## src/source/crop_defines.svh

```systemverilog
//************************************************
// crop tracker constants
// counter width, key step sizes and the forced
// blank margins around the raster
//************************************************

`ifndef CROP_DEFINES_SVH
`define CROP_DEFINES_SVH

// raster counters and crop offsets
`define CROP_CNT_W 12

// offset change per arrow key press
`define CROP_H_STEP 4
`define CROP_V_STEP 1

// forced blank margins
`define CROP_H_EDGE 8     // clocks at both ends of a line
`define CROP_SHBL_LEAD 2  // cropped window opens and closes this early
`define CROP_VS_TAIL 2    // lines after vsync end

`endif

```

## src/source/video_geom_pkg.sv

```systemverilog
//************************************************
// video geometry types
// raster counts, crop offsets, measured geometry
// and the raw timing bundle from the video chip
//************************************************

`default_nettype none

`include "crop_defines.svh"

package video_geom_pkg;

	typedef logic [`CROP_CNT_W-1:0] cnt_t;

	// msb of vbl_b set means the bottom edge counts back from the last line
	typedef struct packed {
		cnt_t hbl_l;
		cnt_t hbl_r;
		cnt_t vbl_t;
		cnt_t vbl_b;
	} crop_t;

	typedef logic [1:0] res_t;

	typedef struct packed {
		cnt_t hsize;
		cnt_t vsize;
		res_t res;
	} geom_t;

	// syncs are active low as the chip drives them
	typedef struct packed {
		logic hs_n;
		logic vs_n;
		logic hblank;
		logic vblank;
	} raw_video_t;

endpackage

`default_nettype wire

```

## src/source/key_codes_pkg.sv

```systemverilog
//************************************************
// keyboard event types
// event bundle from the host and the raw key
// codes used by the crop controller
//************************************************

`default_nettype none

package key_codes_pkg;

	// a new event is flagged by a toggle of level
	typedef struct packed {
		logic [7:0] code;
		logic [1:0] kind;
		logic       level;
	} kbd_event_t;

	localparam logic [1:0] kind_key = 2'd3; // keyboard events

	typedef enum logic [7:0] {
		key_bksp     = 8'h41,
		key_up       = 8'h4C,
		key_down     = 8'h4D,
		key_right    = 8'h4E,
		key_left     = 8'h4F,
		key_alt_l    = 8'h64,
		key_alt_r    = 8'h65,
		key_alt_l_up = 8'hE4, // release codes carry bit 7
		key_alt_r_up = 8'hE5
	} key_code_t;

endpackage

`default_nettype wire

```

## src/source/line_timer.sv

```systemverilog
//************************************************
// line timer
// measures each raw line and builds the cropped
// horizontal blank together with the forced edges
//************************************************

`default_nettype none

`include "crop_defines.svh"

module line_timer (
	input  logic                       clk_sys,
	input  logic                       reset,
	input  video_geom_pkg::raw_video_t raw,
	input  video_geom_pkg::crop_t      crop,
	input  logic                       first_line,
	output logic                       hbl,
	output video_geom_pkg::cnt_t       hsize
);
	import video_geom_pkg::*;

	logic old_hs;
	logic old_hblank;
	cnt_t hcnt;
	cnt_t hend; // source blank end
	cnt_t hsta; // source blank start
	cnt_t hmax; // line length
	cnt_t shbl_clr_pt;
	cnt_t shbl_set_pt;
	cnt_t fhbl_set_pt;
	logic shbl;
	logic fhbl;

	assign shbl_clr_pt = hend + crop.hbl_l - cnt_t'(`CROP_SHBL_LEAD);
	assign shbl_set_pt = hsta + crop.hbl_r - cnt_t'(`CROP_SHBL_LEAD);
	assign fhbl_set_pt = hmax - cnt_t'(`CROP_H_EDGE);

	assign hbl = shbl | fhbl | ~raw.hs_n; // sync always blanks

	always_ff @(posedge clk_sys or posedge reset) begin
		if (reset) begin
			old_hs <= 1'b0;
			old_hblank <= 1'b0;
			hcnt <= '0;
			hend <= '0;
			hsta <= '0;
			hmax <= '0;
			shbl <= 1'b1;
			fhbl <= 1'b1;
			hsize <= '0;
		end else begin
			old_hs <= raw.hs_n;
			old_hblank <= raw.hblank;

			hcnt <= hcnt + cnt_t'(1);
			if (~raw.hs_n)
				hcnt <= '0; // held at zero through sync

			if (old_hblank & ~raw.hblank) hend <= hcnt;
			if (~old_hblank & raw.hblank) hsta <= hcnt;
			if (old_hs & ~raw.hs_n)       hmax <= hcnt;

			if (hcnt == shbl_clr_pt) shbl <= 1'b0;
			if (hcnt == shbl_set_pt) shbl <= 1'b1;

			// forced margins
			if (hcnt == cnt_t'(`CROP_H_EDGE)) fhbl <= 1'b0;
			if (hcnt == fhbl_set_pt)          fhbl <= 1'b1;

			if (~old_hblank & raw.hblank & first_line)
				hsize <= hcnt - hend; // visible width
		end
	end

endmodule

`default_nettype wire

```

## src/source/frame_timer.sv

```systemverilog
//************************************************
// frame timer
// counts lines, measures the visible height and
// builds the vertical window and display enable
//************************************************

`default_nettype none

`include "crop_defines.svh"

module frame_timer (
	input  logic                       clk_sys,
	input  logic                       reset,
	input  video_geom_pkg::raw_video_t raw,
	input  video_geom_pkg::crop_t      crop,
	input  logic                       hbl,
	input  video_geom_pkg::cnt_t       hsize,
	input  video_geom_pkg::res_t       res,
	output logic                       first_line,
	output logic                       vbl_end,
	output logic                       de,
	output video_geom_pkg::geom_t      geom
);
	import video_geom_pkg::*;

	logic vblank; // source vblank or vsync
	logic old_vs;
	logic old_hs;
	logic old_vblank;
	logic old_hbl;
	cnt_t vcnt;
	cnt_t vend;
	cnt_t vmax;
	cnt_t vs_end;
	cnt_t vsize;
	cnt_t svbl_clr_pt;
	cnt_t svbl_set_pt;
	cnt_t fvbl_set_pt;
	cnt_t fvbl_clr_pt;
	logic svbl;
	logic fvbl;

	assign vblank = raw.vblank | ~raw.vs_n;

	assign svbl_clr_pt = vend + crop.vbl_t;
	assign svbl_set_pt = crop.vbl_b[`CROP_CNT_W-1] ? vmax + crop.vbl_b : crop.vbl_b;
	assign fvbl_set_pt = vmax - cnt_t'(1);
	assign fvbl_clr_pt = vs_end + cnt_t'(`CROP_VS_TAIL);

	assign first_line = (vcnt == cnt_t'(1));
	assign vbl_end = old_vblank & ~vblank;
	assign geom = '{hsize: hsize, vsize: vsize, res: res};

	always_ff @(posedge clk_sys or posedge reset) begin
		if (reset) begin
			old_vs <= 1'b0;
			old_hs <= 1'b0;
			old_vblank <= 1'b0;
			old_hbl <= 1'b0;
			vcnt <= '0;
			vend <= '0;
			vmax <= '0;
			vs_end <= '0;
			vsize <= '0;
			svbl <= 1'b1;
			fvbl <= 1'b1;
			de <= 1'b0;
		end else begin
			old_vs <= raw.vs_n;
			old_hs <= raw.hs_n;
			old_vblank <= vblank;
			old_hbl <= hbl;

			if (old_hs & ~raw.hs_n) vcnt <= vcnt + cnt_t'(1);
			if (~old_vblank & vblank) begin
				vcnt <= '0;
				vmax <= vcnt; // last line of the frame
				vsize <= vcnt - vend;
			end
			if (old_vblank & ~vblank) vend <= vcnt;
			if (~old_vs & raw.vs_n)   vs_end <= vcnt;

			// vertical edges only move at the start of the visible line
			if ((old_hbl & ~hbl) | (vcnt == '0)) begin
				if (vcnt == svbl_clr_pt) svbl <= 1'b0;
				if (vcnt == svbl_set_pt) svbl <= 1'b1;
				if (vcnt == fvbl_set_pt) fvbl <= 1'b1;
				if (vcnt == fvbl_clr_pt) fvbl <= 1'b0;
			end

			de <= ~(hbl | svbl | fvbl);
		end
	end

endmodule

`default_nettype wire

```

## src/source/crop_keys.sv

```systemverilog
//************************************************
// keyboard crop controller
// arrow keys move the window edges, alt picks the
// opposite edge, backspace clears all offsets
//************************************************

`default_nettype none

`include "crop_defines.svh"

module crop_keys (
	input  logic                      clk_sys,
	input  logic                      reset,
	input  key_codes_pkg::kbd_event_t kbd,
	output video_geom_pkg::crop_t     crop
);
	import video_geom_pkg::*;
	import key_codes_pkg::*;

	localparam cnt_t h_step = cnt_t'(`CROP_H_STEP);
	localparam cnt_t v_step = cnt_t'(`CROP_V_STEP);

	logic old_level;
	logic alt; // either alt key held
	logic key_evt;

	assign key_evt = (old_level ^ kbd.level) && (kbd.kind == kind_key);

	always_ff @(posedge clk_sys or posedge reset) begin
		if (reset) begin
			old_level <= 1'b0;
			alt <= 1'b0;
			crop <= '0;
		end else begin
			old_level <= kbd.level;
			if (key_evt) begin
				case (kbd.code)
					key_bksp: crop <= '0;
					key_up: begin
						if (alt) crop.vbl_b <= crop.vbl_b + v_step;
						else     crop.vbl_t <= crop.vbl_t + v_step;
					end
					key_down: begin
						if (alt) crop.vbl_b <= crop.vbl_b - v_step;
						else     crop.vbl_t <= crop.vbl_t - v_step;
					end
					key_left: begin
						if (alt) crop.hbl_r <= crop.hbl_r + h_step;
						else     crop.hbl_l <= crop.hbl_l + h_step;
					end
					key_right: begin
						if (alt) crop.hbl_r <= crop.hbl_r - h_step;
						else     crop.hbl_l <= crop.hbl_l - h_step;
					end
					key_alt_l, key_alt_r:       alt <= 1'b1;
					key_alt_l_up, key_alt_r_up: alt <= 1'b0;
					default: ; // other keys pass by
				endcase
			end
		end
	end

endmodule

`default_nettype wire

```

## src/source/frame_latch.sv

```systemverilog
//************************************************
// frame snapshot
// copies a live value at the end of vblank and
// steps a sequence count when the value changed
//************************************************

`default_nettype none

module frame_latch #(
	parameter type payload_t = logic [7:0]
) (
	input  logic       clk_sys,
	input  logic       reset,
	input  logic       vbl_end,
	input  payload_t   live,
	output payload_t   shot,
	output logic [7:0] seq
);

	logic changed;

	// compare against the value held from the previous frame
	assign changed = (live != shot);

	always_ff @(posedge clk_sys or posedge reset) begin
		if (reset) begin
			shot <= '0;
			seq <= '0;
		end else if (vbl_end) begin
			shot <= live;
			if (changed)
				seq <= seq + 8'd1; // wraps
		end
	end

endmodule

`default_nettype wire

```

## src/source/crop_top.sv

```systemverilog
//************************************************
// video crop and geometry tracker
// line and frame timers, keyboard crop control and
// per-frame snapshots of offsets and geometry
//************************************************

`default_nettype none

module crop_top (
	input  logic                       clk_sys,
	input  logic                       reset,
	input  video_geom_pkg::raw_video_t raw,
	input  video_geom_pkg::res_t       res,
	input  key_codes_pkg::kbd_event_t  kbd,
	output logic                       de,
	output video_geom_pkg::crop_t      crop_shot,
	output logic [7:0]                 crop_seq,
	output video_geom_pkg::geom_t      geom_shot,
	output logic [7:0]                 geom_seq
);
	import video_geom_pkg::*;

	crop_t crop_live;
	geom_t geom_live;
	cnt_t  hsize;
	logic  hbl;
	logic  first_line;
	logic  vbl_end;

	crop_keys u_keys (
		.clk_sys (clk_sys),
		.reset   (reset),
		.kbd     (kbd),
		.crop    (crop_live)
	);

	line_timer u_line (
		.clk_sys    (clk_sys),
		.reset      (reset),
		.raw        (raw),
		.crop       (crop_live),
		.first_line (first_line),
		.hbl        (hbl),
		.hsize      (hsize)
	);

	frame_timer u_frame (
		.clk_sys    (clk_sys),
		.reset      (reset),
		.raw        (raw),
		.crop       (crop_live),
		.hbl        (hbl),
		.hsize      (hsize),
		.res        (res),
		.first_line (first_line),
		.vbl_end    (vbl_end),
		.de         (de),
		.geom       (geom_live)
	);

	// both snapshots taken on the same vblank end
	frame_latch #(.payload_t(crop_t)) u_crop_latch (
		.clk_sys (clk_sys),
		.reset   (reset),
		.vbl_end (vbl_end),
		.live    (crop_live),
		.shot    (crop_shot),
		.seq     (crop_seq)
	);

	frame_latch #(.payload_t(geom_t)) u_geom_latch (
		.clk_sys (clk_sys),
		.reset   (reset),
		.vbl_end (vbl_end),
		.live    (geom_live),
		.shot    (geom_shot),
		.seq     (geom_seq)
	);

endmodule

`default_nettype wire

```

## config.mk

```make
export PLATFORM = sky130hd
export DESIGN_NAME = crop_top
export DESIGN_NICKNAME = d
export VERILOG_FILES = /design/src/source/video_geom_pkg.sv /design/src/source/key_codes_pkg.sv /design/src/source/line_timer.sv /design/src/source/frame_timer.sv /design/src/source/crop_keys.sv /design/src/source/frame_latch.sv /design/src/source/crop_top.sv
export VERILOG_INCLUDE_DIRS = /design/src /design/src/source
export SDC_FILE = /design/constraint.sdc
export NUM_CORES = 1
export LEC_CHECK = 0
export ABC_AREA = 1
export BUFFER_PORTS_ARGS = -buffer_cell sky130_fd_sc_hd__buf_4
export CAP_MARGIN = 30
export CORE_ASPECT_RATIO = 0.9
export CORE_UTILIZATION = 35
export DETAILED_ROUTE_END_ITERATION = 8
export PLACE_DENSITY = 0.54
export SYNTH_ARGS = -nofsm -noshare
export SYNTH_HDL_FRONTEND = slang
export SYNTH_SLANG_ARGS = --single-unit
```

## constraint.sdc

```tcl
create_clock -name clk_sys -period 13.7 [get_ports clk_sys]
set_clock_uncertainty 0.15 [all_clocks]
set_input_delay 2.055 -clock clk_sys [delete_from_list [all_inputs] [get_ports clk_sys]]
set_output_delay 2.055 -clock clk_sys [all_outputs]
set_load 0.05 [all_outputs]
```

==> flow_summary.toml <==
[power]
p_sw_frac = 0.398
power.leakage_nw = 10.6
ir_worst_vdd_v = 0.000107
intPower_w = 0.00183
power_frac_clock = 0.300
seqPwrFrac = 0.337
net-switching-power_w = 0.00121
p_per_area_nw_per_um2 = 146
comb_power_share = 0.363

[synthesis]
synth-simple-area-share = 0.245
synth_compound_area_frac = 0.124
ys_warn_count = 0
avgSynthCellArea_um2 = 7.54
syn_area_um2 = 18200
ys_top_cells_by_area = "dfrtp_1, nand2_1, ha_1"
synthCells = 2416
synth-main-ff-cell = "dfrtp_1"
synthDistinctLibCells = 54
synthXorXnorAreaFrac = 0.0880
ys_ff_latch = 262
yosys.area.top_type = "dfrtp_1"
yosys.area_share.adder = 0.0989
synth_common_cells = "nand2_1, inv_1, dfrtp_1"
async_reset_ff_frac = 1.00
synth_edf_count = 0
seq_area_frac_synth = 0.360
synth.most_common_cell = "nand2_1"
muxShareOfSynthArea = 0.000549
synth_top_family_by_area = "simple AND/OR/NAND/NOR gates"
synth_top_area_share = 0.354

[critical_path]
critPathLaunchType = "input pin"
critPathCaptureType = "flop"
crit_fanout = 18
crit_family = "simple AND/OR/NAND/NOR gates"
critical_path_buf_inv_count = 3
worstSetupPathType = "input pin to flop"
arrival_ns = 4.62
crit_chain = "buf_4 -> nor2_1 -> nand2_2 -> inv_1 -> nand2_1 -> inv_1 -> ha_1 -> a21o_1 -> nand3_1 -> nand2_1 -> a21oi_1 -> nor2_1 -> nor2_1 -> o21ai_0 -> nand2_1 -> o22ai_1"
slowest_delay_ns = 0.57
critPathSlowestCell = "inv_1"
crit_required_ns = 13.95

[cts]
clock-root-buffer = "clkbuf_16"
post-cts-setup-buffers = 0
clock-sinks = 262
cts_tree = "built"
postCtsResizedCells = 0
ctsHoldBuffers = 0
path_clk_slew_ns = 0.06
clock_latency_ns = 0.56
cts_buffer_depth = 3
htree_num_levels = 2
numCtsBuffers = 34

[grt]
grt_max_degree = 143
grt_busiest_layer = "met2"
grt_pass1_vias = 15356
met1_usage = 0.243
grt_pass1_wl_um = 81300
track_usage = 0.190
use_met2 = 0.331
gr-total-overflow = 0
grt_util_met3 = 0.0255
antenna_found_initial = 0

[place]
numPortBuffers = 105
dp.cells = 3151
gp_congestion = 0.893
place_hpwl_um = 36300

[min_path]
min_path_type = "flop to flop"

[detailed_routing]
firstDrtPassIters = 5
drcViolationCount = 0
vias = 15768
ant_nets = 0
vias_per_cell = 4.91
drt_wl_total_um = 49600
drt_iter0_drc = 816
wl_per_cell_um = 15.5

[timing]
timing.hold.ws_ns = 0.318
rsz0062_at_grt = "false"
finalSetupViolations = 0
fin_crit_ns = 4.38
fin_crit_sh = 0.319
max_slew_margin = 0.338
final.setup.tns_ns = 0
maxSlewViolCount = 0
worstMarginPinSlew_ns = 0.993
timing.fmax_mhz = 229
hold_violations = 0

[floorplanning]
io_pins = 110
die_h_um = 218
dieWidth_um = 242
die_area_um2 = 53000
num_rows = 78
start_util = 0.358
core_um2 = 50800

[finish]
final_core_util = 0.410
drive_gt1_frac = 0.0929
fillCellCount = 5157
fin_nets = 2665
antenna_cells = 0
syn2layout_area_growth_pct = 14.3
final-instance-count-excl-fill = 3209

[run]
drv_cap = 0

[run_status]
status = "finished, final reports clean"
placed cells by master, fill, tap and decap left out, types with 7 or more instances in the layout:
cell / Yosys / layout
nand2_1: 611 / 611
xnor2_1: 87 / 87
dfrtp_1: 258 / 258
a211oi_1: 7 / 7
or2_2: 24 / 24
a21o_1: 13 / 13
a21oi_1: 107 / 107
nand3b_1: 8 / 8
clkbuf_16: 0 / 35
nor3_1: 33 / 33
nor4_1: 8 / 8
nor2_1: 137 / 136
xor2_1: 96 / 96
buf_4: 8 / 111
clkbuf_8: 0 / 8
ha_1: 128 / 128
nand3_1: 135 / 135
o21ai_0: 227 / 227
inv_2: 9 / 9
fa_1: 10 / 10
inv_1: 313 / 312
o21bai_1: 10 / 10
o22ai_1: 26 / 26
nand4_1: 44 / 44
clkinv_2: 1 / 7
final timing paths:
kind                            startpoint  slack (ns)             endpoint  cells past startpoint
max in group asynchronous            reset       10.59     u_frame.vsize[7]                      4
hold reg to reg               u_frame.fvbl        0.32         u_frame.fvbl                      2
setup reg to reg           u_keys.crop[11]       10.67  u_crop_latch.seq[6]                     10
setup / recovery                    kbd[7]        9.32      u_keys.crop[33]                     16
min in group asynchronous            reset        1.25     u_keys.old_level                      2
hold / removal                u_frame.fvbl        0.32         u_frame.fvbl                      2
state kept, by name, summed over array words and instances, names as in the netlist, 12 cells and up:
register,cells
u_crop_latch.shot,44
u_frame.vcnt,12
u_frame.vend,12
u_frame.vmax,12
u_frame.vs_end,12
u_frame.vsize,12
u_geom_latch.shot,26
u_keys.crop,44
u_line.hcnt,12
u_line.hend,12
u_line.hmax,12
u_line.hsize,12
u_line.hsta,12
power groups by stage:
| stage | sequential (W) | clock (W) | combinational [W] |
|---|---|---|---|
| 2_1_floorplan | 0.00120 | 0 | 0.000652 |
| 3_3_place_gp | 0.00104 | 0 | 0.00109 |
| 3_5_place_dp | 0.00104 | 0 | 0.00111 |
| 4_1_cts | 0.00103 | 0.000940 | 0.00111 |
| 5_1_grt | 0.00104 | 0.000971 | 0.00124 |
| 6_report | 0.00103 | 0.000912 | 0.00110 |
worst register-to-register path, delay by kind of cell, from the launching register on:
family	cells	cell delay (ns)
AND/OR/NAND/NOR	8	1.56
XOR/XNOR	1	0.19
buffers and inverters	1	0.17
flip-flops	1	0.86
stage by stage:
| stage | area [um^2] | setup slack [ns] | total power, W |
|---|---|---|---|
| floorplan | 18200 | 4.29 | 0.00185 |
| global placement | 19700 | 8.66 | 0.00213 |
| detailed placement | 19700 | 8.81 | 0.00215 |
| CTS | 20800 | 9.38 | 0.00308 |
| global route | 20800 | 9.07 | 0.00326 |
| finish | 20800 | 9.32 | 0.00304 |
layer usage:
layer | vias up | wire length, um
met1 | 7419 | 22900
li1 | 8058 | -
met4 | 0 | 994
met3 | 70 | 1480
met2 | 221 | 24200
met5 | - | 0
kinds of logic (layout without fill, tap and decap cells):
family                     after synthesis  in the layout
buffers and inverters                  388            496
DFF                                    262            262
AOI/OAI and AO/OA                      416            416
adders and majority gates              138            138
muxes                                    1              1
and+or+nand+nor                       1027           1027
other                                    1              6
xor gates and xnor gates               183            183
layout make-up:
cell class                 count  area [um^2]  share of cell area
multi-input combinational   1771        10200               0.488
sequential                   262         6560               0.315
inverter                     325         1230              0.0592
clock buffer                  47         1000              0.0481
timing repair buffer         114          908              0.0436
tap                          680          851              0.0408
clock inverter                10          106             0.00511
(Power assumes the default switching activity.)
